## config.mk

```make
export PLATFORM = sky130hd
export DESIGN_NAME = asg_lin
export DESIGN_NICKNAME = d
export VERILOG_FILES = /design/src/logic/asg_pkg.sv /design/src/logic/asg_lin.sv
export SDC_FILE = /design/constraint.sdc
export NUM_CORES = 1
export LEC_CHECK = 0
export BUFFER_PORTS_ARGS = -buffer_cell sky130_fd_sc_hd__clkbuf_2
export CAP_MARGIN = 20
export CORE_UTILIZATION = 50
export CTS_CLUSTER_SIZE = 16
export DETAILED_ROUTE_END_ITERATION = 6
export GPL_ROUTABILITY_DRIVEN = 0
export GPL_TIMING_DRIVEN = 0
export PLACE_DENSITY = 0.66
export SYNTH_ARGS = -nofsm -noshare
export SYNTH_HDL_FRONTEND = slang
export SYNTH_SLANG_ARGS = --single-unit
```

## constraint.sdc

```tcl
create_clock -name bus_reg -period 8 [get_ports bus_reg]
set_input_delay 0 -clock bus_reg [delete_from_list [all_inputs] [get_ports bus_reg]]
set_output_delay 0 -clock bus_reg [all_outputs]
set_load 0.03 [all_outputs]
```

## src/logic/asg_pkg.sv

```systemverilog
//////////////////////////////////////////////////
// shared widths and types for the signal generator
// bus and stream structs, register map, core states
// import inside module bodies, scoped names in ports
//////////////////////////////////////////////////

package asg_pkg;

  // data path and pointer widths
  localparam int unsigned dw  = 14;  // sample width, signed
  localparam int unsigned cwm = 10;  // pointer integer part, table of 2**cwm words
  localparam int unsigned cwf = 16;  // pointer fraction part
  localparam int unsigned cwl = 32;  // burst length counter
  localparam int unsigned cwn = 16;  // burst number counter
  localparam int unsigned tn  = 4;   // external trigger width
  localparam int unsigned baw = 6;   // decoded register address bits

  typedef logic signed [dw-1:0] sample_t;

  // one register bus request, valid when wen or ren is high
  typedef struct packed {
    logic        wen;
    logic        ren;
    logic [13:0] addr;
    logic [31:0] wdata;
  } bus_req_t;

  // response, ack one cycle after the request
  typedef struct packed {
    logic        ack;
    logic [31:0] rdata;
  } bus_rsp_t;

  // generator configuration
  typedef struct packed {
    logic [tn-1:0]      trg;  // trigger mask
    logic [cwm+cwf-1:0] siz;  // table size, fixed point
    logic [cwm+cwf-1:0] off;  // start offset (phase)
    logic [cwm+cwf-1:0] stp;  // pointer step (frequency)
    logic               ben;  // burst enable
    logic               inf;  // infinite repetitions
    logic [cwm-1:0]     bdl;  // burst data length
    logic [31:0]        bln;  // burst idle length
    logic [15:0]        bnm;  // burst repetitions
    sample_t            mul;  // gain, 8192 is 1.0
    sample_t            sum;  // offset
  } asg_cfg_t;

  // status back to the register block
  typedef struct packed {
    logic           run;
    logic [cwl-1:0] bln;  // length counter
    logic [cwn-1:0] bnm;  // repetition counter
  } asg_sts_t;

  typedef enum logic [baw-1:0] {
    reg_ctl = 'h00,
    reg_trg = 'h04,
    reg_siz = 'h10,
    reg_off = 'h14,
    reg_stp = 'h18,
    reg_bst = 'h20,
    reg_bdl = 'h24,
    reg_bln = 'h28,
    reg_bnm = 'h2c,
    reg_sbl = 'h30,
    reg_sbn = 'h34,
    reg_mul = 'h38,
    reg_sum = 'h3c
  } reg_addr_e;

  typedef enum logic [1:0] {
    st_idle,
    st_data,
    st_gap
  } core_state_e;

endpackage

```

## src/logic/asg_lin.sv

```systemverilog
//////////////////////////////////////////////////
// linear stage on the sample stream
// out = sat((in * mul) >>> 13 + sum), registered
//////////////////////////////////////////////////

`timescale 1ns/1ps

module asg_lin (
  input  logic             bus_reg,  // clock
  input  logic             rst,
  input  asg_pkg::sample_t mul,
  input  asg_pkg::sample_t sum,
  input  asg_pkg::sample_t sti_data,
  input  logic             sti_valid,
  output logic             sti_ready,
  output asg_pkg::sample_t sto_data,
  output logic             sto_valid,
  input  logic             sto_ready
);

  import asg_pkg::*;

  // saturation limits at accumulator width
  localparam logic signed [2*dw:0] smax = (2*dw+1)'(2**(dw-1) - 1);
  localparam logic signed [2*dw:0] smin = (2*dw+1)'(-(2**(dw-1)));

  logic signed [2*dw-1:0] prd;  // full product
  logic signed [2*dw-1:0] shf;
  logic signed [2*dw:0]   acc;
  sample_t                sat;

  assign prd = sti_data * mul;
  assign shf = prd >>> (dw-1);  // 8192 is unity gain
  assign acc = shf + sum;       // sign extended to acc width

  always_comb begin
    if (acc > smax) begin
      sat = smax[dw-1:0];
    end else if (acc < smin) begin
      sat = smin[dw-1:0];
    end else begin
      sat = acc[dw-1:0];
    end
  end

  // take input when empty or emptied this cycle
  assign sti_ready = ~sto_valid | sto_ready;

  always_ff @(posedge bus_reg) begin
    if (rst) begin
      sto_valid <= 1'b0;
    end else if (sti_ready) begin
      sto_valid <= sti_valid;
    end
  end

  always_ff @(posedge bus_reg) begin
    if (sti_valid && sti_ready) begin
      sto_data <= sat;
    end
  end

endmodule

```

=== After elaboration in Yosys (flattened, before gate mapping) ===
Cells that the tools add are included.

* Register bits after elaboration: 15
* Input bits: 46
* Output and inout bits: 16
* Logic and storage cells: 10

* Add/subtract/negate cells: 1
* Multipliers: 1
* Order comparisons: 2
* Muxes and demuxes: 1
* Bitwise operators: 2
* Reduce and logical (&&, ||, !) cells: 1

{| class="wikitable"
|+ Operators by type and width
! cell !! count
|-
| multiplier 14 x 14 -> 28 bit || 1
|-
| adder 15 x 14 -> 16 bit || 1
|-
| greater-than comparator 16 x 14 -> 1 bit (second input constant) || 1
|-
| less-than comparator 16 x 14 -> 1 bit (second input constant) || 1
|-
| two-way mux 14 bit || 1
|-
| logical AND 1 bit || 1
|-
| NOT 1 bit || 1
|-
| OR 1 bit || 1
|}

=== Logic depth before layout (Yosys ltp) ===
* Depth in word-level cells: 4
* Depth in mapped cells: 31

=== Worst setup path after synthesis ===
OpenSTA, ideal clock, no wires.

* Path type: in2reg
* From: input sti_data[7]
* To: register sto_data[1] (data pin)
* Data arrival time: 6.838 ns
* Data required time: 7.746 ns
* Path slack: 0.908 ns
* Cell stages on the path: 30
* Path buffers: 2
* Cells stage by stage: clkbuf_1 > and2_1 > fa_1 > inv_1 > fa_1 > inv_1 > fa_1 > inv_1 > fa_1 > inv_1 > fa_1 > fa_1 > ha_1 > and4_1 > a221oi_2 > o21bai_1 > a21oi_1 > xnor2_1 > ha_1 > inv_1 > fa_1 > nor2b_4 > o31ai_2 > a2111oi_4 > o31ai_2 > a2111oi_2 > o21ai_1 > o211a_2 > buf_6 > o21a_1

* Longest elaborated chain between the ends: 4
* Elaborated cells on any way between the ends: 5
* Classes of those cells: add/sub (1); mul (1); order compare (2); mux (1)

{| class="wikitable"
|+ Ends and longest elaborated chain
! element !! RTL line !! source
|-
| start, declared || asg_lin.sv:13 || <nowiki>input asg_pkg::sample_t sti_data,</nowiki>
|-
| multiplier 14 x 14 -> 28 bit (*) || asg_lin.sv:32 || <nowiki>assign prd = sti_data * mul;</nowiki>
|-
| adder 15 x 14 -> 16 bit (*) || asg_lin.sv:34 || <nowiki>assign acc = shf + sum;</nowiki>
|-
| less-than comparator 16 x 14 -> 1 bit || asg_lin.sv:39 || <nowiki>end else if (acc < smin) begin</nowiki>
|-
| two-way mux 14 bit || asg_lin.sv:39 ||
|-
| end signal, assigned || asg_lin.sv:59 || <nowiki>sto_data <= sat;</nowiki>
|-
| end, declared || asg_lin.sv:16 || <nowiki>output asg_pkg::sample_t sto_data,</nowiki>
|}

Mark *: on every way between the ends. The rest lies on a longest branch, timed or not.
A chain may end at the register's enable or synchronous reset.

=== Final worst setup path ===
* From: input mul[2]
* To: register sto_data[1] (data pin)

* Longest elaborated chain between the ends: 4
* Elaborated cells on any way between the ends: 5
* Classes of those cells: add/sub (1); mul (1); order compare (2); mux (1)

{| class="wikitable"
|+ Ends and longest elaborated chain
! element !! RTL line !! source
|-
| start, declared || asg_lin.sv:11 || <nowiki>input asg_pkg::sample_t mul,</nowiki>
|-
| multiplier 14 x 14 -> 28 bit (*) || asg_lin.sv:32 ||
|-
| adder 15 x 14 -> 16 bit (*) || asg_lin.sv:34 ||
|-
| less-than comparator 16 x 14 -> 1 bit || asg_lin.sv:39 ||
|-
| two-way mux 14 bit || asg_lin.sv:39 ||
|}

Marks and branches as above.

==> summary.txt <==
Status
  – Status: finished clean

Synth
  – Unique masters post-synth: 52
  – Ys async rst share: 0%
  – Main flop type after synthesis: edfxtp_1
  – Post-synth top area share: 45.33%
  – Synth Instances: between 900 and 1000
  – Mapped Area: 8612 um2
  – Seq cells post-synth: 15
  – Synth Warn #: 0
  – Syn Area/Cell: around 9.4 um2
  – Net Count, Synth: 1242
  – Largest cells by area after synthesis: fa_1, ha_1, inv_1
  – Area leader, netlist: fa_1
  – Number of enable flip-flop cells after synthesis: 14
  – Post-synthesis sequential area ratio: 5.114%

Floorplanning
  – Row count: 47
  – Die H: 133.2 um
  – Die area: 17750 um2
  – Core ar.: ~17000 um2
  – Die width: 133.2 um
  – Initial Util: between 50% and 60%
  – I/O pin count: 62

Hold path
  – Worst Hold Endpoint: sto_data[0]
  – Hold Path Class: in -> reg
  – Hold path depth: 3
  – Hold path startpoint: sum[0]

Finish
  – Fin util: 55.70%
  – Synth-to-layout area growth: 8.020%
  – Fillers: approximately 1600
  – Design area: 9303 um2
  – Layout cells sized above 1: 9.202%
  – Post-route insts no fill: 1198
  – Net count, final: 1300
  – N_diodes: 0

Worst setup path
  – CP endpoint kind: flop
  – Arrival @ worst endpoint: 7.61 ns
  – Top Family by Delay on Critical Path: adder cells
  – CP required: 8.00 ns
  – Maximum fanout along the worst path: 10
  – CP Buf/Inv Count: 7
  – R2r endpoint: sto_data[8]
  – Most frequent cell on the critical path: fa_1
  – CP startpoint kind: primary input
  – Worst Setup Path Type: in -> reg
  – Critical path's largest stage delay: 0.54 ns
  – R2R depth: 2
  – Reg-to-Reg Start: sto_valid
  – Slowest CP cell: fa_1
  – R2R Setup Slk: 6.65 ns

Run
  – Max Cap Viol: 0

Place
  – Placed inst area: 9193 um2
  – Setup WS pre-CTS: -0.1860 ns
  – # placed instances: 1202
  – DP HPWL: 16340 um
  – Port Buffer Count: 61

Clocking
  – CTS tree: yes
  – Worst-Skew Late Latency: approximately 0.24 ns
  – Postcts setup bufs: 0
  – Root Buffer Master: clkbuf_16
  – Clk slew on worst S/H paths: 0.05 ns
  – Clock buffer depth: 2
  – Total CTS buffers: 3
  – CTS H-tree lvls: 1
  – Sink Count: 15

Route
  – Vias: between 6000 and 7000
  – DRC viols: 0
  – Via density: 5.040
  – Total wire length: 17670 um
  – Avg WL per Cell: 14.75 um
  – Drt first pass iters: 4
  – DRT antenna net count: 0
  – DR iter-0 viols: 259

STA
  – Clk_skew: roughly 0.0018 ns
  – Slew Viols, Final: 0
  – Slack of the critical path: about 0.39 ns
  – Fin. Hold Viols: 0
  – Post-route minimum period: 7.614 ns
  – RSZ-0062 raised after global routing: no
  – F_max: 131.3 MHz
  – # setup viols final: 0
  – Period Utilization, post-route: between 90% and 100%
  – Slew @ Worst Pin: 0.6676 ns
  – Relative slew slack: 55.49%

GRT
  – Final global-route overflow total: 0
  – All-Layer GR Usage: 21.83%
  – Initial antenna violation count: 0
  – First-pass GRT wire length: 30470 um
  – Vias in the first global route: 6293
  – Largest net degree at the start of global routing: 15
## worst max-delay path by stage
stage          slack [ns]          end  cells past startpoint   startpoint
6_report             0.39  sto_data[1]                     31       mul[2]
5_1_grt              0.02  sto_data[1]                     31       mul[2]
4_1_cts              0.03  sto_data[1]                     31  sti_data[7]
3_5_place_dp        -0.19  sto_data[1]                     31  sti_data[7]
3_3_place_gp        -0.10  sto_data[1]                     31  sti_data[7]
2_1_floorplan        0.91  sto_data[1]                     30  sti_data[7]
## flip-flops by register name (all words and copies together), names as in the netlist
name / flops
sto_data: 14
sto_valid: 1
## cell usage in the layout (no fill, tap or decap), types with 3 or more instances in the layout
| cell | instances |
|---|---|
| a211oi_1 | 3 |
| a21o_1 | 15 |
| a21oi_1 | 24 |
| a31oi_1 | 3 |
| and2_1 | 108 |
| buf_2 | 3 |
| clkbuf_1 | 15 |
| clkbuf_16 | 3 |
| clkbuf_2 | 62 |
| edfxtp_1 | 14 |
| fa_1 | 194 |
| ha_1 | 79 |
| inv_1 | 228 |
| nand2_1 | 87 |
| nand2b_1 | 7 |
| nand3_1 | 5 |
| nand4_1 | 3 |
| nor2_1 | 14 |
| nor2b_1 | 11 |
| nor3_1 | 4 |
| o21a_1 | 4 |
| o21ai_0 | 7 |
| o21ai_1 | 5 |
| o21bai_1 | 5 |
| xnor2_1 | 29 |
| xor2_1 | 5 |
## synth_stat cells, types with 2 or more instances
library cell,number
or2b_1,2
o21a_1,4
nor3_1,4
ha_1,80
a211oi_1,3
inv_1,228
a21o_1,15
o21bai_1,5
o31ai_2,2
o31ai_1,2
nor2_1,14
xnor2_1,29
a21oi_1,24
nor2b_1,11
nand4_1,3
nand2b_1,7
fa_1,195
nand2_1,87
edfxtp_1,14
a31o_1,2
and2_1,108
a31oi_1,4
o21ai_0,8
o211ai_1,2
xor2_1,5
nand3_1,5
clkbuf_1,28
o21ai_1,5
a2111oi_4,2
## metrics by stage
stage          hold slack (ns)  setup TNS, ns
2_1_floorplan          0.06907              0
3_3_place_gp            0.1573        -0.8746
3_5_place_dp            0.1606         -1.876
4_1_cts                 0.1780              0
5_1_grt                 0.2023              0
6_report                0.1791              0
## cell families (layout without fill, tap and decap cells)
family	count (synthesis)	in the layout	share of synthesized area (%)
flip-flops	15	15	5.114
buffers and inverters	259	316	11.42
multiplexers	2	2	0.2470
AND/OR/NAND/NOR	248	248	15.24
XOR/XNOR	34	34	3.458
AO/OA/AOI/OAI	88	88	7.569
adder cells (fa/ha/maj)	275	275	56.95
## tightest hold or removal path, cell delays in order
cell and delay (ns):
clkbuf_2 0.08, ha_2 0.13, o21a_1 0.11
## timing repair
action / in CTS / in global routing
hold buffers: 2 / 0
gates resized for setup: 0 / 19
endpoints found under the hold margin: 1 / 0
setup endpoints to repair: 0 / 13
## metal layers
metal | part of all wire (%) | wire (um) | global-route usage (%) | vias to the layer above
met1 | 44 | 7746 | 30.27 | 3051
met4 | 0.70 | 124 | 2.778 | 0
met2 | 53 | 9288 | 38.05 | 98
met5 | 0 | 0 | 0 | -
li1 | - | - | - | 2877
met3 | 2.9 | 506 | 2.131 | 12
## area by class of cell
type / instances / area [um2] / area share (%)
timing repair buffer: 63 / 325.3 / 3.497
tap: 220 / 275.3 / 2.959
inverter: 228 / 855.8 / 9.200
sequential: 15 / 440.4 / 4.734
buffer: 21 / 95.09 / 1.022
clock buffer: 4 / 78.83 / 0.8473
multi-input combinational: 647 / 7232 / 77.74
Power is not shown: default switching activity piles up to over one toggle a cycle in this logic, so the estimate is an artifact.
