## src/logic/asg_pkg.sv

```systemverilog
//////////////////////////////////////////////////
// shared widths and types for the signal generator
// bus and stream structs, register map, core states
// import inside module bodies, scoped names in ports
//////////////////////////////////////////////////

package asg_pkg;

  // data path and pointer widths
  localparam int unsigned dw  = 14;  // sample width, signed
  localparam int unsigned cwm = 10;  // pointer integer part, table of 2**cwm words
  localparam int unsigned cwf = 16;  // pointer fraction part
  localparam int unsigned cwl = 32;  // burst length counter
  localparam int unsigned cwn = 16;  // burst number counter
  localparam int unsigned tn  = 4;   // external trigger width
  localparam int unsigned baw = 6;   // decoded register address bits

  typedef logic signed [dw-1:0] sample_t;

  // one register bus request, valid when wen or ren is high
  typedef struct packed {
    logic        wen;
    logic        ren;
    logic [13:0] addr;
    logic [31:0] wdata;
  } bus_req_t;

  // response, ack one cycle after the request
  typedef struct packed {
    logic        ack;
    logic [31:0] rdata;
  } bus_rsp_t;

  // generator configuration
  typedef struct packed {
    logic [tn-1:0]      trg;  // trigger mask
    logic [cwm+cwf-1:0] siz;  // table size, fixed point
    logic [cwm+cwf-1:0] off;  // start offset (phase)
    logic [cwm+cwf-1:0] stp;  // pointer step (frequency)
    logic               ben;  // burst enable
    logic               inf;  // infinite repetitions
    logic [cwm-1:0]     bdl;  // burst data length
    logic [31:0]        bln;  // burst idle length
    logic [15:0]        bnm;  // burst repetitions
    sample_t            mul;  // gain, 8192 is 1.0
    sample_t            sum;  // offset
  } asg_cfg_t;

  // status back to the register block
  typedef struct packed {
    logic           run;
    logic [cwl-1:0] bln;  // length counter
    logic [cwn-1:0] bnm;  // repetition counter
  } asg_sts_t;

  typedef enum logic [baw-1:0] {
    reg_ctl = 'h00,
    reg_trg = 'h04,
    reg_siz = 'h10,
    reg_off = 'h14,
    reg_stp = 'h18,
    reg_bst = 'h20,
    reg_bdl = 'h24,
    reg_bln = 'h28,
    reg_bnm = 'h2c,
    reg_sbl = 'h30,
    reg_sbn = 'h34,
    reg_mul = 'h38,
    reg_sum = 'h3c
  } reg_addr_e;

  typedef enum logic [1:0] {
    st_idle,
    st_data,
    st_gap
  } core_state_e;

endpackage

```

## src/logic/asg_core.sv

```systemverilog
//////////////////////////////////////////////////
// generator core, walks the table with a fixed
// point pointer, continuous wrap or burst mode
// sample stream out with valid/ready
//////////////////////////////////////////////////

`timescale 1ns/1ps

module asg_core #(
  parameter int unsigned cwm = asg_pkg::cwm,
  parameter int unsigned cwf = asg_pkg::cwf,
  parameter int unsigned tn  = asg_pkg::tn
) (
  input  logic              bus_reg,  // clock
  input  logic              rst,
  input  asg_pkg::asg_cfg_t cfg,
  input  logic              ctl_rst,
  input  logic              evn_sws,
  input  logic [tn-1:0]     trg_ext,
  input  asg_pkg::sample_t  rd_data,
  input  logic              ready,
  output logic [cwm-1:0]    rd_addr,
  output asg_pkg::sample_t  data,
  output logic              valid,
  output asg_pkg::asg_sts_t sts,
  output logic              evn_per,
  output logic              irq_trg,
  output logic              evn_stp
);

  import asg_pkg::*;

  localparam int unsigned pw = cwm + cwf;  // pointer width

  core_state_e    state;
  logic [pw-1:0]  siz, off, stp;
  logic [pw-1:0]  ptr, ptr_nxt;
  logic [pw:0]    ptr_sum, ptr_wrp;  // one extra bit against overflow
  logic           wrap;
  logic           rd_vld;  // rd_data holds the sample at ptr
  logic           adv;
  logic           start;
  logic [cwl-1:0] len_cnt;
  logic [cwn-1:0] rep_cnt;
  logic           dat_end, gap_end, rep_end;

  assign siz = cfg.siz[pw-1:0];
  assign off = cfg.off[pw-1:0];
  assign stp = cfg.stp[pw-1:0];

  //////////////////////////////////////////////////
  // start and pointer
  //////////////////////////////////////////////////

  assign start   = evn_sws | (|(trg_ext & cfg.trg[tn-1:0]));  // masked triggers
  assign irq_trg = (state == st_idle) & start & ~ctl_rst;

  // sample moves into the output register
  assign adv = (state == st_data) & rd_vld & (~valid | ready);

  assign ptr_sum = {1'b0, ptr} + {1'b0, stp};
  assign ptr_wrp = ptr_sum - {1'b0, siz};
  assign wrap    = ptr_sum >= {1'b0, siz};  // period end

  // burst phase ends
  assign dat_end = cfg.ben & ((len_cnt + cwl'(1)) >= cwl'(cfg.bdl));
  assign gap_end = (state == st_gap) & ((len_cnt + cwl'(1)) >= cfg.bln);
  assign rep_end = ~cfg.inf & ((rep_cnt + cwn'(1)) >= cfg.bnm);

  // table is addressed with the next pointer, so rd_data tracks ptr
  always_comb begin
    ptr_nxt = ptr;
    if (irq_trg) begin
      ptr_nxt = off;
    end else if (gap_end && !rep_end) begin
      ptr_nxt = off;  // next repetition
    end else if (adv) begin
      ptr_nxt = wrap ? ptr_wrp[pw-1:0] : ptr_sum[pw-1:0];
    end
  end

  assign rd_addr = ptr_nxt[pw-1:cwf];  // integer part only

  //////////////////////////////////////////////////
  // state machine and counters
  //////////////////////////////////////////////////

  always_ff @(posedge bus_reg) begin
    if (rst || ctl_rst) begin
      state   <= st_idle;
      ptr     <= '0;
      rd_vld  <= 1'b0;
      valid   <= 1'b0;
      len_cnt <= '0;
      rep_cnt <= '0;
      evn_per <= 1'b0;
      evn_stp <= 1'b0;
    end else begin
      ptr     <= ptr_nxt;
      evn_per <= adv & wrap;
      evn_stp <= 1'b0;
      if (adv) begin
        valid <= 1'b1;
      end else if (ready) begin
        valid <= 1'b0;  // taken, nothing new behind it
      end
      case (state)
        st_idle: begin
          if (start) begin
            state   <= st_data;
            rd_vld  <= 1'b1;  // table output good next cycle
            len_cnt <= '0;
            rep_cnt <= '0;
          end
        end
        st_data: begin
          if (adv && dat_end) begin
            state   <= st_gap;
            rd_vld  <= 1'b0;
            len_cnt <= '0;
          end else if (adv && cfg.ben) begin
            len_cnt <= len_cnt + cwl'(1);
          end
        end
        st_gap: begin
          if (gap_end) begin
            len_cnt <= '0;
            rep_cnt <= rep_cnt + cwn'(1);
            if (rep_end) begin
              state   <= st_idle;
              evn_stp <= 1'b1;  // last repetition done
            end else begin
              state  <= st_data;
              rd_vld <= 1'b1;
            end
          end else begin
            len_cnt <= len_cnt + cwl'(1);  // idle cycles
          end
        end
        default: state <= st_idle;
      endcase
    end
  end

  // output register, held under back-pressure
  always_ff @(posedge bus_reg) begin
    if (adv) begin
      data <= rd_data;
    end
  end

  assign sts = '{run: (state != st_idle), bln: len_cnt, bnm: rep_cnt};

endmodule

```

## config.mk

```make
export PLATFORM = sky130hd
export DESIGN_NAME = asg_core
export DESIGN_NICKNAME = d
export VERILOG_FILES = /design/src/logic/asg_pkg.sv /design/src/logic/asg_core.sv
export SDC_FILE = /design/constraint.sdc
export NUM_CORES = 1
export LEC_CHECK = 0
export BUFFER_PORTS_ARGS = -buffer_cell sky130_fd_sc_hd__buf_4
export CELL_PAD_IN_SITES_DETAIL_PLACEMENT = 0
export CELL_PAD_IN_SITES_GLOBAL_PLACEMENT = 1
export CORE_UTILIZATION = 35
export DETAILED_ROUTE_END_ITERATION = 8
export PLACE_DENSITY = 0.82
export SYNTH_ARGS = -nofsm -noshare
export SYNTH_HDL_FRONTEND = slang
export SYNTH_SLANG_ARGS = --single-unit
```

## constraint.sdc

```tcl
create_clock -name bus_reg -period 6.5 [get_ports bus_reg]
set_input_delay 1.3 -clock bus_reg [delete_from_list [all_inputs] [get_ports bus_reg]]
set_output_delay 1.3 -clock bus_reg [all_outputs]
set_load 0.05 [all_outputs]
```

# Word-level counts from Yosys, hierarchy flattened
# Index checks and enable logic that the tools add are counted.
[totals] in_bits=193 register_bits=94 output_inout_bits=77
[classes] bitwise_logic=16 n_addsub=4 reduce_logical=17 n_lt_le_gt_ge=4 n_mux=25 n_eq_ne=7
[op_table] cell="$mux 32" n=4
[op_table] cell="$mux 26" n=4
[op_table] cell="$pmux 32 s3" n=1
[op_table] cell="$add 32x1->32 const B" n=1
[op_table] cell="$ge 32x10->1" n=1
[op_table] cell="$ge 32x32->1" n=1
[op_table] cell="$mux 16" n=2
[op_table] cell="$pmux 16 s2" n=1
[op_table] cell="$add 26x26->27" n=1
[op_table] cell="$ge 27x26->1" n=1
[op_table] cell="$sub 26x26->26" n=1
[op_table] cell="$add 16x1->16 const B" n=1
[op_table] cell="$ge 16x16->1" n=1
[op_table] cell="$reduce_and 3->1" n=3
[op_table] cell="$and 1x1->1" n=8
[op_table] cell="$mux 1" n=8
[op_table] cell="$mux 2" n=3
[op_table] cell="$ne 2x2->1 const B" n=3
[op_table] cell="$pmux 2 s3" n=1
[op_table] cell="$reduce_bool 2->1" n=3
[op_table] cell="$reduce_bool 3->1" n=2
[op_table] cell="$not 1->1" n=5
[op_table] cell="$reduce_and 5->1" n=1
[op_table] cell="$and 4x4->4" n=1
[op_table] cell="12 further kinds" n=15

# Longest topological paths before layout
[logic_depth] depth_word=7 depth_mapped=23

# Worst setup path before layout
# Ideal clock, no wire load.
[synth_timing] path_kind="input-to-output" from="in cfg[88] in the netlist's numbering" to="out rd_addr[8]" arrival_time_ns=5.481 path_buffers=4 path_slack_ns=-0.281 stages=22 path_cell_list="ha_1 -> inv_1 -> fa_1 -> nand2b_1 -> a21o_1 -> a21oi_1 -> a21oi_1 -> o21ai_0 -> xor2_1 -> ha_1 -> clkbuf_1 -> and3_1 -> and4_1 -> nand4_1 -> o211ai_1 -> a211o_1 -> a31o_2 -> buf_2 -> buf_2 -> mux2_1 -> a21o_1 -> buf_4"
[synth_via] elab_chain_len=6 elab_cells_between_ends=7 cone_classes="add/sub: 2; order compare: 1; mux: 4"
[synth_rtl] item="start: declaration" line="asg_core.sv:16" text="input asg_pkg::asg_cfg_t cfg,"
[synth_rtl] item="$add 26x26->27 (*)" line="asg_core.sv:61" text="assign ptr_sum = {1'b0, ptr} + {1'b0, stp};"
[synth_rtl] item="$sub 26x26->26 or $ge 27x26->1 (tied branches)" line="asg_core.sv:62, asg_core.sv:63"
[synth_rtl] item="$mux 26 (*)" line="asg_core.sv:78" text="ptr_nxt = wrap ? ptr_wrp[pw-1:0] : ptr_sum[pw-1:0];"
[synth_rtl] item="$mux 26 (*)" line="asg_core.sv:77" text="end else if (adv) begin"
[synth_rtl] item="$mux 26 (*)" line="asg_core.sv:75" text="end else if (gap_end && !rep_end) begin"
[synth_rtl] item="$mux 26 (*)" line="asg_core.sv:73" text="if (irq_trg) begin"
[synth_rtl] item="end: declaration" line="asg_core.sv:22" text="output logic [cwm-1:0] rd_addr,"
# Every way passes the cells marked *; elsewhere a longest branch is shown, timed or not. The select of a mux whose other input is x is not followed.

# Worst setup path in the final report
[layout_timing] from="in cfg[88] in the netlist's numbering" to="out rd_addr[1]"
# Same word-level chain as after synthesis.

==> results.py <==
metrics = {
    "status": {
        "outcome": "finished, violations left",
        "violations": "negative setup slack",
    },
    "global_routing": {
        "antenna_found_initial": 0,
        "first_global_vias": 10063,
        "grt_max_degree": 46,
        "grt_usage_pct": 22.3,
        "grt_pass1_wl_um": 50900,
        "grt_overflow": 0,
    },
    "worst_setup_path": {
        "cp.arrival_ns": 5.44,
        "rrSetupSlack_ns": 1.57,
        "path_class": "in -> out",
        "cp-end-kind": "output port",
        "cp_slowest_cell": "a311o_1",
        "reg2reg_to": "rep_cnt[10]",
        "r2r-start": "len_cnt[7]",
        "reg2regPathDepth": 14,
        "cpLargestDelayFamily": "compound AO/OA/AOI/OAI gates",
        "cp.required_ns": 5.20,
        "cp-start-kind": "primary input",
        "critPathMaxStageDelay_ns": 0.40,
        "crit_buf_inv": 4,
        "cp_max_fo": 6,
        "cp_cell_sequence": "buf_6 > ha_4 > inv_2 > fa_2 > nand2b_4 > a21o_1 > a211o_4 > o21ai_4 > a21oi_1 > xnor2_1 > ha_1 > a21oi_1 > o21bai_1 > a21oi_2 > o21ai_2 > a211o_1 > a31oi_1 > buf_4 > nand2_2 > a311o_1 > nand2_2 > buf_8",
    },
    "yosys": {
        "synth_most_common_cell": "nand2_1",
        "synth-main-ff-cell": "dfxtp_1",
        "synth_common_cells": "nand2_1, ha_1, inv_1",
        "yosysWarnings": 0,
        "avgSynthCellArea_um2": 7.54,
        "synthesis.area_um2": 9650,
        "async_reset_ff_share_pct": 0,
        "synth.area.top_cells": "dfxtp_1, ha_1, nand2_1",
        "synth_edf_count": 14,
        "syn-instance-count": 1280,
        "yosysSeqAreaShare_pct": 21.0,
        "syn_nets": 1591,
        "synth.distinct_cells": 82,
        "synth_top_cell_area_share_pct": 16.6,
        "ys_seq_elements": 94,
        "yosys.area.top_type": "dfxtp_1",
    },
    "clock_network": {
        "root_buffer": "clkbuf_16",
        "hold_buffers": 0,
        "cts-buffers-inserted": 9,
        "clkLatencyLatePin_ns": 0.37,
        "htree_levels": 3,
        "cts_sinks": 94,
        "cts_tree": "yes",
        "clock_path_buffers": 2,
        "path_clk_slew_ns": 0.07,
    },
    "sta": {
        "finalCriticalPeriod_ns": 6.74,
        "max_freq_mhz": 148,
        "setup_viol": 9,
        "tightestPinTransition_ns": 1.04,
        "hold_violations": 0,
        "finalMaxSlewViolations": 0,
        "fin_crit_sh_pct": 104,
        "rsz0062_at_grt": "true",
        "holdWs_ns": 0.485,
        "worst_slew_margin_rel_pct": 30.7,
        "skew_ns": 0.0153,
        "fin_ws_ns": -0.235,
    },
    "hold_path": {
        "min_to": "valid",
        "min_delay_path_depth": 2,
        "min_from": "rd_vld",
        "worstHoldPathType": "reg -> reg",
    },
    "cells_and_area": {
        "syn_to_final_growth_pct": 37.6,
        "finalNonFillerCells": 1951,
        "drive_above_1_share_pct": 29.3,
        "antenna_cells": 0,
        "final_cell_area_um2": 13300,
        "final_util_pct": 49.1,
        "finalNetCount": 1916,
    },
    "flow_run": {
        "maxCapViolCount": 0,
    },
    "floorplan": {
        "fp-row-count": 60,
        "start_util_pct": 35.7,
        "coreArea_um2": 27000,
        "dieHeight_um": 168,
        "num_io_pins": 270,
        "die-area_um2": 28200,
        "die_x_um": 168,
    },
    "detailed_routing": {
        "drc": 0,
        "vias": 10399,
        "via_per_inst": 5.33,
        "wirelength_um": 31900,
        "wire_per_inst_um": 16.4,
        "ant_nets": 0,
        "firstDrtPassIters": 5,
        "drt-initial-drc-count": 612,
    },
    "power": {
        "max-vdd-ir-drop_mv": 0.109,
        "p_leak_uw": 0.00651,
        "power_per_cell_area_nw_per_um2": 155,
    },
    "placement": {
        "gp_congestion": 0.875,
        "portBuffers": 241,
        "dp_hpwl_um": 24700,
        "place_area_um2": 12400,
        "dp_cells": 1912,
        "dp_slack_ns": -0.614,
    },
}
-- layout make-up --
type	count	area [µm²]
clock inverters	7	61.3
well taps	341	427
multi-input cells	1011	7210
fillers	2688	13800
inverters	112	420
clock buffers	9	225
flip-flops and latches	94	2020
repair buffers	377	2910
-- where the power goes --
part,switching (µW),leakage (µW),internal [µW]
combinational,470,0.00559,429
sequential,6.91,0.000773,599
clock,287,0.000142,270
-- worst max path at each step --
| stage | from | cells after the start | slack (ns) | endpoint |
|---|---|---|---|---|
| floorplan | cfg[88] | 21 | -0.05 | rd_addr[8] |
| global placement | cfg[88] | 22 | -0.43 | rd_addr[1] |
| detailed placement | cfg[88] | 22 | -0.61 | rd_addr[0] |
| CTS | cfg[88] | 21 | -0.22 | rd_addr[3] |
| global route | cfg[88] | 21 | -0.40 | rd_addr[1] |
| finish | cfg[88] | 22 | -0.24 | rd_addr[1] |
-- flip-flops by register name (all words and copies together), names as in the netlist --
name / count
data: 14
len_cnt: 32
rd_vld: 1
evn_stp: 1
rep_cnt: 16
evn_per: 1
ptr: 26
valid: 1
state: 2
-- per-stage QoR --
step | TNS, ns | total power (µW)
2_1_floorplan | -0.0479 | 1100
3_3_place_gp | -3.61 | 1410
3_5_place_dp | -5.37 | 1410
4_1_cts | -1.52 | 2020
5_1_grt | -3.04 | 2180
6_report | -1.54 | 2060
-- worst reg2reg max path, delay by kind of cell (launching register included) --
kind	cells	cell delay (ns)
AOI/OAI and AO/OA	3	0.78
xor gates and xnor gates	1	0.13
adders and majority gates	1	0.31
DFF	1	0.52
and+or+nand+nor	9	3.12
-- layer usage --
layer / up-vias / part of all wire, % / global-route usage [%]
li1: 5208 / - / -
met1: 4827 / 47 / 30.1
met2: 308 / 46 / 36.5
met3: 56 / 4.7 / 2.59
met4: 0 / 2.6 / 8.22
met5: - / 0 / 0
-- cells in the final DEF (no fill, tap or decap), types with 6 or more instances in the layout --
cell type,n
and2_1,14
o21ai_1,9
a31oi_1,9
o21a_1,12
nor2_1,89
o21ai_0,50
o211ai_1,10
a211o_1,13
dfxtp_1,80
ha_1,114
nor3_1,26
inv_1,111
or3_1,9
nor2b_1,9
nand3b_1,6
nor3_2,6
o22ai_1,9
buf_4,364
nand2b_1,26
nand2_1,151
nand3_1,48
and3_1,17
nand4_1,14
buf_6,8
a211oi_1,17
nor4_1,9
a21oi_1,82
clkbuf_16,9
a21o_1,34
mux2i_1,12
xnor2_1,57
edfxtp_1,14
xor2_1,22
a311o_1,6
o31ai_1,6
a21oi_2,6
-- repair_timing --
| item | 4_1_cts | 5_1_grt |
|---|---|---|
| hold endpoints to repair | 0 | 0 |
| endpoints found under the setup margin | 10 | 10 |
| pin swaps | 29 | 39 |
| buffers inserted | 8 | 15 |
| gates resized for setup | 43 | 31 |
-- cells by family after synthesis --
family,synth area share (%)
AND/OR/NAND/NOR,23.4
AO/OA/AOI/OAI,23.2
buffers and inverters,7.76
adder cells (fa/ha/maj),15.5
flip-flops,21.0
XOR/XNOR,7.52
multiplexers,1.67
Note: power is estimated with default switching activity, not from simulation.
