--- src/logic/asg_pkg.sv ---
//////////////////////////////////////////////////
// shared widths and types for the signal generator
// bus and stream structs, register map, core states
// import inside module bodies, scoped names in ports
//////////////////////////////////////////////////

package asg_pkg;

  // data path and pointer widths
  localparam int unsigned dw  = 14;  // sample width, signed
  localparam int unsigned cwm = 10;  // pointer integer part, table of 2**cwm words
  localparam int unsigned cwf = 16;  // pointer fraction part
  localparam int unsigned cwl = 32;  // burst length counter
  localparam int unsigned cwn = 16;  // burst number counter
  localparam int unsigned tn  = 4;   // external trigger width
  localparam int unsigned baw = 6;   // decoded register address bits

  typedef logic signed [dw-1:0] sample_t;

  // one register bus request, valid when wen or ren is high
  typedef struct packed {
    logic        wen;
    logic        ren;
    logic [13:0] addr;
    logic [31:0] wdata;
  } bus_req_t;

  // response, ack one cycle after the request
  typedef struct packed {
    logic        ack;
    logic [31:0] rdata;
  } bus_rsp_t;

  // generator configuration
  typedef struct packed {
    logic [tn-1:0]      trg;  // trigger mask
    logic [cwm+cwf-1:0] siz;  // table size, fixed point
    logic [cwm+cwf-1:0] off;  // start offset (phase)
    logic [cwm+cwf-1:0] stp;  // pointer step (frequency)
    logic               ben;  // burst enable
    logic               inf;  // infinite repetitions
    logic [cwm-1:0]     bdl;  // burst data length
    logic [31:0]        bln;  // burst idle length
    logic [15:0]        bnm;  // burst repetitions
    sample_t            mul;  // gain, 8192 is 1.0
    sample_t            sum;  // offset
  } asg_cfg_t;

  // status back to the register block
  typedef struct packed {
    logic           run;
    logic [cwl-1:0] bln;  // length counter
    logic [cwn-1:0] bnm;  // repetition counter
  } asg_sts_t;

  typedef enum logic [baw-1:0] {
    reg_ctl = 'h00,
    reg_trg = 'h04,
    reg_siz = 'h10,
    reg_off = 'h14,
    reg_stp = 'h18,
    reg_bst = 'h20,
    reg_bdl = 'h24,
    reg_bln = 'h28,
    reg_bnm = 'h2c,
    reg_sbl = 'h30,
    reg_sbn = 'h34,
    reg_mul = 'h38,
    reg_sum = 'h3c
  } reg_addr_e;

  typedef enum logic [1:0] {
    st_idle,
    st_data,
    st_gap
  } core_state_e;

endpackage

--- src/logic/asg_regs.sv ---
//////////////////////////////////////////////////
// register bus slave of the generator channel
// holds the configuration, makes reset and start
// strobes, returns config and status on reads
//////////////////////////////////////////////////

`timescale 1ns/1ps

module asg_regs (
  input  logic             bus_reg,  // clock
  input  logic             rst,
  input  asg_pkg::bus_req_t bus_req,
  input  asg_pkg::asg_sts_t sts,
  output asg_pkg::bus_rsp_t bus_rsp,
  output asg_pkg::asg_cfg_t cfg,
  output logic             ctl_rst,
  output logic             evn_sws
);

  import asg_pkg::*;

  reg_addr_e   adr;
  logic        ctl_wen;
  logic        ack;
  logic [31:0] rdata;

  assign adr = reg_addr_e'(bus_req.addr[baw-1:0]);  // low bits only

  //////////////////////////////////////////////////
  // control strobes, nothing stored
  //////////////////////////////////////////////////

  assign ctl_wen = bus_req.wen & (adr == reg_ctl);
  assign ctl_rst = ctl_wen & bus_req.wdata[0];  // core reset
  assign evn_sws = ctl_wen & bus_req.wdata[1];  // software start

  //////////////////////////////////////////////////
  // configuration writes
  //////////////////////////////////////////////////

  always_ff @(posedge bus_reg) begin
    if (rst) begin
      cfg <= '0;
    end else if (bus_req.wen) begin
      case (adr)
        reg_trg: cfg.trg <= bus_req.wdata[tn-1:0];
        reg_siz: cfg.siz <= bus_req.wdata[cwm+cwf-1:0];
        reg_off: cfg.off <= bus_req.wdata[cwm+cwf-1:0];
        reg_stp: cfg.stp <= bus_req.wdata[cwm+cwf-1:0];
        reg_bst: begin
          cfg.ben <= bus_req.wdata[0];
          cfg.inf <= bus_req.wdata[1];
        end
        reg_bdl: cfg.bdl <= bus_req.wdata[cwm-1:0];
        reg_bln: cfg.bln <= bus_req.wdata;
        reg_bnm: cfg.bnm <= bus_req.wdata[15:0];
        reg_mul: cfg.mul <= sample_t'(bus_req.wdata[dw-1:0]);
        reg_sum: cfg.sum <= sample_t'(bus_req.wdata[dw-1:0]);
        default: ;  // ctl and status are not stored here
      endcase
    end
  end

  //////////////////////////////////////////////////
  // read side, registered
  //////////////////////////////////////////////////

  always_ff @(posedge bus_reg) begin
    if (rst) begin
      ack <= 1'b0;
    end else begin
      ack <= bus_req.wen | bus_req.ren;  // every access acked next cycle
    end
  end

  always_ff @(posedge bus_reg) begin
    case (adr)
      reg_ctl: rdata <= {29'd0, ~sts.run, sts.run, 1'b0};
      reg_trg: rdata <= 32'(cfg.trg);
      reg_siz: rdata <= 32'(cfg.siz);
      reg_off: rdata <= 32'(cfg.off);
      reg_stp: rdata <= 32'(cfg.stp);
      reg_bst: rdata <= {30'd0, cfg.inf, cfg.ben};
      reg_bdl: rdata <= 32'(cfg.bdl);
      reg_bln: rdata <= cfg.bln;
      reg_bnm: rdata <= 32'(cfg.bnm);
      reg_sbl: rdata <= 32'(sts.bln);  // live counters
      reg_sbn: rdata <= 32'(sts.bnm);
      reg_mul: rdata <= {{(32-dw){cfg.mul[dw-1]}}, cfg.mul};  // sign extended
      reg_sum: rdata <= {{(32-dw){cfg.sum[dw-1]}}, cfg.sum};
      default: rdata <= '0;
    endcase
  end

  assign bus_rsp = '{ack: ack, rdata: rdata};

endmodule

--- config.mk ---
export PLATFORM = sky130hd
export DESIGN_NAME = asg_regs
export DESIGN_NICKNAME = d
export VERILOG_FILES = /design/src/logic/asg_pkg.sv /design/src/logic/asg_regs.sv
export SDC_FILE = /design/constraint.sdc
export NUM_CORES = 1
export LEC_CHECK = 0
export BUFFER_PORTS_ARGS = -buffer_cell sky130_fd_sc_hd__buf_2
export CAP_MARGIN = 20
export CORE_MARGIN = 2
export CORE_UTILIZATION = 35
export CTS_CLUSTER_DIAMETER = 150
export DETAILED_ROUTE_END_ITERATION = 16
export PLACE_DENSITY = 0.66
export SYNTH_ARGS = -nofsm -noshare
export SYNTH_HDL_FRONTEND = slang
export SYNTH_SLANG_ARGS = --single-unit
--- constraint.sdc ---
create_clock -name bus_reg -period 1.9 [get_ports bus_reg]
set_input_delay 0.19 -clock bus_reg [delete_from_list [all_inputs] [get_ports bus_reg]]
set_output_delay 0.19 -clock bus_reg [all_outputs]
set_load 0.01 [all_outputs]
======== After elaboration in Yosys (flattened, before gate mapping) ========
Cells that the tools add are included.
operators by class
  equal/unequal tests ..................... 12
  muxes and demuxes ....................... 1
  bitwise operators ....................... 5
  reductions and logical operators ........ 11
operators by type and width
  kind                                           count
  one-hot mux 32 bit (13 select lines)           1
  == test 6 bit, second input constant           8
  AND reduction 2 bit                            10
  == test 6 x 5 -> 1 bit, second input constant  3
  == test 6 x 3 -> 1 bit, second input constant  1
  zero test 6 bit                                1
  bitwise AND 1 bit                              3
  NOT 1 bit                                      1
  bitwise OR 1 bit                               1
word-level totals
  flip-flop bits (word level) ............. 203
  output and inout port bits .............. 205

======== Logic depth before layout (Yosys ltp) ========
Gate-level depths: netlist of run 1.
  word-level depth ........................ 3
  mapped depth ............................ 8
  mapped depth without buffers ............ 4

======== Least setup slack after synthesis of run 1 ========
No wires, ideal clock.
  path type ............................... input to register
  start point ............................. input port bus_req[37] (netlist name)
  end point ............................... register rdata[4]
  library setup time ...................... 134 ps
  arrival ................................. 1570 ps
  required time ........................... 1766 ps
  setup slack ............................. 196 ps
  cell stages on the path ................. 6
  buffers on the path ..................... 2
  cells stage by stage .................... buf_2 nor2b_1 and2_1 buf_2 a221o_1 or4_1
on the way
  cells in the longest elaborated chain, start to end .. 2
RTL lines
  element                                 RTL line        RTL
  start: declaration                      asg_regs.sv:12  input asg_pkg::bus_req_t bus_req,
  == test 6 bit (tied with other cells)   asg_regs.sv:77  case (adr)
  one-hot mux 32 bit (13 select lines) *  asg_regs.sv:77
  end signal: assignment                  asg_regs.sv:78  reg_ctl: rdata <= {29'd0, ~sts.run, sts.run, 1'b0};
  end signal: assignment                  asg_regs.sv:79  reg_trg: rdata <= 32'(cfg.trg);
  end signal: assignment                  asg_regs.sv:80  reg_siz: rdata <= 32'(cfg.siz);
  end: declaration                        asg_regs.sv:25  logic [31:0] rdata;
Mark *: on every way between the ends. The rest lies on a longest branch, timed or not.
A chain may end at the register's enable or synchronous reset.

======== Worst setup path in the final report of run 1 ========
  start point ............................. input port bus_req[34] (netlist name)
  end point ............................... register rdata[6]
Same word-level chain as after synthesis.

==> impl_metrics.env, run 1 <==
export IMPL_status="completed"
export IMPL_grt_first_pass_wirelength_um=52300
export IMPL_gr_total_overflow=0
export IMPL_path_max_fanout=11
export IMPL_slew_headroom_pct=45.1
export IMPL_rr_worst_depth=4
export IMPL_cts_inserted_buffers=23
export IMPL_htreeDepth=1
export IMPL_synth_edff_count=0
export IMPL_fp_dieW_um=159
export IMPL_ys_ff_latch=203
export IMPL_dp_hpwl_um=24800
export IMPL_via_count=9248
export IMPL_finalHoldViolations=0
export IMPL_drcViolationCount=0
export IMPL_irDropWorstVdd_uv=579
export IMPL_routedWlPerCell_um=20.4
export IMPL_max_cap_violations=0
export IMPL_max_stage_delay_ns=0.71
export IMPL_critPathLaunchType="input port"
export IMPL_synth_cells=1047
export IMPL_crit_required_ns=2.36
export IMPL_switching_share_pct=23.5
export IMPL_power_leakage_nw=5.22
export IMPL_fmax_mhz=554
export IMPL_first_pass_iters=5
export IMPL_yosysTopAreaCell="dfxtp_1"
export IMPL_min_period_ns=1.81
export IMPL_layout_setup_ws_ns=0.0948
export IMPL_synth_top_cells_by_area="dfxtp_1 (48%), nand2_1 (15%), a21oi_1 (9.5%)"
export IMPL_regArea_um2=4060
export IMPL_hold_path_depth=3
export IMPL_syn_area_um2=8380
export IMPL_power_density_nw_per_um2=754
export IMPL_viasPerCell=5.35
export IMPL_crit_arrival_ns=2.26
export IMPL_clockBufferDepth=3
export IMPL_p_sw_mw=2.08
export IMPL_endpoint_kind="flop"
export IMPL_dieArea_um2=25200
export IMPL_dieHeight_um=159
export IMPL_clkSlewWorstSetupHoldPaths_ns=0.06
export IMPL_cts_sinks=203
export IMPL_routabilityCongestion=0.925
export IMPL_final_nets=1497
export IMPL_antenna_found_initial=2
export IMPL_detail_route_antenna_nets=0
export IMPL_maxSlewViolCount=0
export IMPL_criticalPathCategory="in2reg"
export IMPL_post_cts_buffers=0
export IMPL_yosysSeqAreaShare_pct=48.5
export IMPL_wl_um=35200
export IMPL_synth_nets=1146
export IMPL_rsz0062_at_grt="false"
export IMPL_tns_ns=0
export IMPL_min_path_type="in2reg"
export IMPL_syn_avg_cell_area_um2=8.01
export IMPL_ys_types=48
export IMPL_synthArstFlopShare_pct=0
export IMPL_core_um2=23500
export IMPL_yosysTopAreaCellShare_pct=48.5
export IMPL_grt_max_degree=97
export IMPL_tightestPinTransition_ns=0.802
export IMPL_multi_input_area_um2=3910
export IMPL_grt_usage_pct=26.5
export IMPL_root_buffer="clkbuf_16"
export IMPL_power_frac_comb_pct=7.1
export IMPL_cp_slowest_cell="or4_1"
export IMPL_drt_iter0_markers=902
export IMPL_core_rowCount=56
export IMPL_p_clk_share_pct=44.5
export IMPL_grt_pass1_vias=8803
export IMPL_final_setup_skew_ns=0.0150
export IMPL_place_ws_ns=-0.238
export IMPL_ys_dominant_reg_cell="dfxtp_1"
export IMPL_p_int_mw=6.78
export IMPL_start_util_pct=35.7
export IMPL_period_share_pct=95.0
export IMPL_worstSkewPairLatency_ns=0.51
export IMPL_area_growth_pct=40.2
export IMPL_worstPathCellList="buf_2 > or4_1 > nor2_4 > buf_4 > a22oi_1 > o2111ai_1 > dlygate4sd3_1"
export IMPL_boundaryPins=304
export IMPL_cts_tree="yes"
export IMPL_yosysWarnings=0
export IMPL_post_route_cells_drive_above_1_share_pct=29.3
export IMPL_power_total_mw=8.86
export IMPL_fillers=2266
export IMPL_seqPwrFrac_pct=48.5
export IMPL_portBuffers=295
export IMPL_final_setup_viol_count=0
placed cells by master (no fill, tap or decap), types with 15 or more instances in the layout:
cell type,count
buf_4,62
nor2_1,23
clkbuf_16,23
dfxtp_1,203
dlygate4sd3_1,50
mux2i_1,42
a22oi_1,39
nand3_1,21
a21oi_1,159
buf_2,294
nand2_1,339
and3_1,17
buf_12,15
nand4_1,21
metrics by stage:
| step | instances | hold slack (ns) | utilization (%) | instance area, um2 |
|---|---|---|---|---|
| after global placement | 1642 | 0.402 | 45.2 | 10600 |
| after floorplan | 1047 | 0.301 | - | 8380 |
| after global routing | 1728 | 0.0194 | 50.1 | 11800 |
| after CTS | 1727 | 0.00299 | 50.0 | 11700 |
| after detailed placement | 1642 | 0.403 | 45.2 | 10600 |
| final | 1728 | 0.00848 | 50.1 | 11800 |
path summary, 6_finish.rpt:
| check | startpoint | to | slack [ns] |
|---|---|---|---|
| max | bus_req[34] | rdata[6]$_DFF_P_ | 0.09 |
| min | bus_req[7] | cfg[7]$_SDFFE_PP0P_ | 0.008 |
| max reg2reg | cfg[25]$_SDFFE_PP0P_ | rdata[11]$_DFF_P_ | 0.26 |
| min reg2reg | cfg[58]$_SDFFE_PP0P_ | cfg[58]$_SDFFE_PP0P_ | 0.47 |
synth_stat cells, drive strengths merged (6+ instances only):
master  instances
clkbuf         54
nand2         339
and3           18
a221oi          6
nor2           27
nand4          21
mux2i          42
a21oi         159
a32oi           7
nor3           10
dfxtp         203
a22oi          39
nand3          22
buf            41
flip-flops by register name, summed over array words and instances, names as in the netlist:
name / flops
ack: 1
cfg: 170
rdata: 32
per-layer routing:
| layer | up-vias | routed length (um) | GRT usage (%) |
|---|---|---|---|
| li1 | 4302 | - | - |
| met1 | 4371 | 14900 | 36.0 |
| met2 | 510 | 16200 | 42.9 |
| met3 | 65 | 3100 | 4.00 |
| met4 | 0 | 1050 | 8.88 |
| met5 | - | 0 | 0 |
power by group through the flow:
stage	Clock, mW	Sequential [mW]	Combinational (mW)
final	3.94	4.30	0.625
after CTS	3.97	4.29	0.611
after global routing	4.16	4.30	0.658
after floorplan	0	4.39	0.230
after global placement	0	4.39	0.527
after detailed placement	0	4.39	0.530
cell families after synthesis:
group	after synthesis	share of synthesized area, %
buf+inv	98	5.18
simple gates	467	24.1
flops	203	48.5
compound gates	232	16.5
mux	47	5.69
final cells by class:
| class | count | share of cell area [%] |
|---|---|---|
| Antenna cell | 1 | 0.0213 |
| Inverter | 3 | 0.0958 |
| Tap cell | 319 | 3.40 |
| Sequential cell | 203 | 34.6 |
| Multi-Input combinational cell | 746 | 33.2 |
| Clock inverter | 2 | 0.0852 |
| Timing Repair Buffer | 421 | 23.3 |
| Clock buffer | 33 | 5.30 |
worst max-delay path: cells and delay by family:
kind | cells | cell delay [ns]
compound gates | 2 | 0.20
buf+inv | 3 | 0.93
simple gates | 2 | 0.94
timing repair:
action / CTS / global route
hold buffers: 50 / 0
hold endpoints to repair: 88 / 0
gates resized for setup: 0 / 2
endpoints found under the setup margin: 0 / 1
No activity file was read; power rests on OpenSTA's default activity.
==> run 2, diff against run 1 <==
--- a/config.mk
+++ b/config.mk
@@ -5,6 +5,7 @@
 export SDC_FILE = /design/constraint.sdc
 export NUM_CORES = 1
 export LEC_CHECK = 0
+export ABC_AREA = 1
 export BUFFER_PORTS_ARGS = -buffer_cell sky130_fd_sc_hd__buf_2
 export CAP_MARGIN = 20
 export CORE_MARGIN = 2
==> run 2 against run 1 <==
Sequential power barely moved. Via count shrank 1.6%. Die area decreased by 0.31%. Area after synthesis shrank 0.31%. Global-route usage down 1.7 points.
==> impl_metrics.env, run 2 <==
export IMPL_endpoint_kind="flop"
export IMPL_slew_headroom_pct=54.8
export IMPL_maxSlewViolCount=0
export IMPL_core_um2=23500
export IMPL_drt_iter0_markers=733
export IMPL_post_route_util_pct=50.3
export IMPL_fp_dieW_um=159
export IMPL_crit_arrival_ns=2.05
export IMPL_worstHoldStart="sts[26]"
export IMPL_yosysTopAreaCellShare_pct=48.6
export IMPL_worstPathCellList="buf_2 > nor2_1 > buf_4 > nand2_2 > nor2_1 > buf_4 > nand2_1 > o21ai_0 > nor2_1 > nand3_1 > dlygate4sd3_1"
export IMPL_routedWlPerCell_um=17.4
export IMPL_wl_um=32500
export IMPL_hold_path_depth=5
export IMPL_grt_first_pass_wirelength_um=47300
export IMPL_r2r_start="cfg[100]$_SDFFE_PP0P_"
export IMPL_root_buffer="clkbuf_16"
export IMPL_worstSkewPairLatency_ns=0.52
export IMPL_min_period_ns=1.59
export IMPL_grt_max_degree=48
export IMPL_htreeDepth=1
export IMPL_period_share_pct=83.5
export IMPL_ys_types=26
export IMPL_criticalPathCategory="in2reg"
export IMPL_viasPerCell=4.86
export IMPL_final_common_cell="buf_2"
export IMPL_clockBufferDepth=3
export IMPL_power_leakage_nw=5.70
export IMPL_cts_sinks=203
export IMPL_post_route_cells_drive_above_1_share_pct=25.5
export IMPL_power_frac_comb_pct=6.1
export IMPL_rsz0062_at_grt="false"
export IMPL_fmax_mhz=631
export IMPL_via_count=9102
export IMPL_area_growth_pct=41.3
export IMPL_syn_area_um2=8360
export IMPL_antenna_found_initial=1
export IMPL_switching_share_pct=22.6
export IMPL_synth_top_cells_by_area="dfxtp_1 (49%), o21ai_0 (11%), nor2_1 (11%)"
export IMPL_p_int_mw=7.51
export IMPL_grt_usage_pct=24.7
export IMPL_synth_most_common_cell="nor2_1"
export IMPL_power_total_mw=9.71
export IMPL_fillers=2345
export IMPL_cts_inserted_buffers=24
export IMPL_synth_cells=1175
export IMPL_detail_route_antenna_nets=0
export IMPL_final_setup_skew_ns=0.0126
export IMPL_timing_rr_end="rdata[12]$_DFF_P_"
export IMPL_first_pass_iters=5
export IMPL_rr_worst_depth=5
export IMPL_synthArstFlopShare_pct=0
export IMPL_max_cap_violations=0
export IMPL_finalHoldViolations=0
export IMPL_boundaryPins=304
export IMPL_critPathLaunchType="input port"
export IMPL_start_util_pct=35.6
export IMPL_rrSetupSlack_ns=0.54
export IMPL_cp_slowest_cell="dlygate4sd3_1"
export IMPL_dieHeight_um=159
export IMPL_power_density_nw_per_um2=822
export IMPL_final_nets=1634
export IMPL_p_clk_share_pct=49.5
export IMPL_tns_ns=0
export IMPL_irDropWorstVdd_uv=706
export IMPL_crit_top_cell="nor2_1"
export IMPL_yosysTopAreaCell="dfxtp_1"
export IMPL_ys_top_cells_by_count="nor2_1 (244), dfxtp_1 (203), o21ai_0 (189)"
export IMPL_path_max_fanout=12
export IMPL_crit_required_ns=2.36
export IMPL_synth_nets=1274
export IMPL_gr_total_overflow=0
export IMPL_synth_edff_count=0
export IMPL_largest_register="cfg"
export IMPL_tightestPinTransition_ns=0.677
export IMPL_portBuffers=295
export IMPL_seqPwrFrac_pct=44.4
export IMPL_min_path_type="in2reg"
export IMPL_antennaDiodeCount=0
export IMPL_max_stage_delay_ns=0.56
export IMPL_dp_cells=1766
export IMPL_post_cts_resized=0
export IMPL_routabilityCongestion=0.851
export IMPL_worst_hold_path_endpoint="rdata[10]$_DFF_P_"
export IMPL_ys_ff_latch=203
export IMPL_status="completed"
export IMPL_grt_pass1_vias=8337
export IMPL_dp_hpwl_um=23100
export IMPL_clkSlewWorstSetupHoldPaths_ns=0.06
export IMPL_final_setup_viol_count=0
export IMPL_top_regs="cfg: 170 flops, rdata: 32 flops, ack: 1 flops"
export IMPL_yosysWarnings=0
export IMPL_worst_hold_slack_ns=0.0129
export IMPL_p_sw_mw=2.20
export IMPL_dieArea_um2=25100
export IMPL_core_rowCount=56
export IMPL_drcViolationCount=0
export IMPL_yosysSeqAreaShare_pct=48.6
export IMPL_ys_dominant_reg_cell="dfxtp_1"
export IMPL_syn_avg_cell_area_um2=7.11
export IMPL_fin_cells=1872
export IMPL_largest_reg_flops=170
export IMPL_cts_tree="yes"
export IMPL_final_cell_mix="buf_2 (295), nor2_1 (243), dfxtp_1 (203), o21ai_0 (189), nand2_1 (166)"
run 2: cell types whose count changed after synthesis, sizes merged, moves of 30 or more:
cell and delta:
inv +103, a22oi -30, a21oi -62, mux2i -42, nand2 -170, nor2 +226, o21ai +198
run 2: logic make-up (layout without fill, tap and decap cells):
logic type | after synthesis | in the layout | synth area share (%)
buffers and inverters | 172 | 550 | 8.11
flip-flops | 203 | 203 | 48.6
AND/OR/NAND/NOR | 481 | 481 | 23.4
AO/OA/AOI/OAI | 319 | 319 | 19.9
run 2: timing repair:
item | CTS | global route
endpoints found under the hold margin | 67 | 0
buffers inserted | 0 | 0
setup endpoints to repair | 0 | 0
hold buffers | 62 | 0
run 2: cell type report:
class                      instances  area [um2]  area share [%]
sequential                       203        4060            34.4
multi-input combinational        800        3630            30.7
timing repair buffer             399        2490            21.1
clock buffer                      37         709            6.01
inverter                         107         404            3.42
tap                              319         399            3.38
clock inverter                     7         121            1.03
run 2: power groups by stage:
stage	logic [mW]	clock network (mW)	registers, mW
final	0.589	4.81	4.31
after global routing	0.642	5.06	4.31
after CTS	0.581	4.90	4.31
after detailed placement	0.495	0	4.40
after global placement	0.492	0	4.40
after floorplan	0.196	0	4.42
run 2: per-layer routing:
layer / up-vias / GRT usage (%) / part of all wire, %
li1: 4528 / - / -
met1: 4118 / 31.4 / 43
met2: 402 / 41.3 / 46
met3: 52 / 6.45 / 9.0
met4: 2 / 7.38 / 2.6
met5: - / 0 / 0.040
run 2: stage by stage:
step,setup slack [ns],instance area [um2]
3_5_place_dp,0.165,10400
3_3_place_gp,0.210,10400
2_1_floorplan,0.518,8360
4_1_cts,0.372,11800
6_report,0.314,11800
5_1_grt,0.219,11800
run 2: worst max-delay path by stage:
stage,from,endpoint,cells after the start
2_1_floorplan,bus_req[33],cfg[76]$_SDFFE_PP0P_,8
3_3_place_gp,bus_req[33],cfg[24]$_SDFFE_PP0P_,8
3_5_place_dp,bus_req[33],cfg[27]$_SDFFE_PP0P_,8
4_1_cts,bus_req[33],rdata[12]$_DFF_P_,11
5_1_grt,bus_req[33],rdata[12]$_DFF_P_,11
6_report,bus_req[33],rdata[12]$_DFF_P_,11
run 2: critical path: cells and delay by family:
kind | cells | cell delay (ns)
AOI/OAI and AO/OA | 1 | 0.09
buffers and inverters | 4 | 1.12
and+or+nand+nor | 6 | 0.63
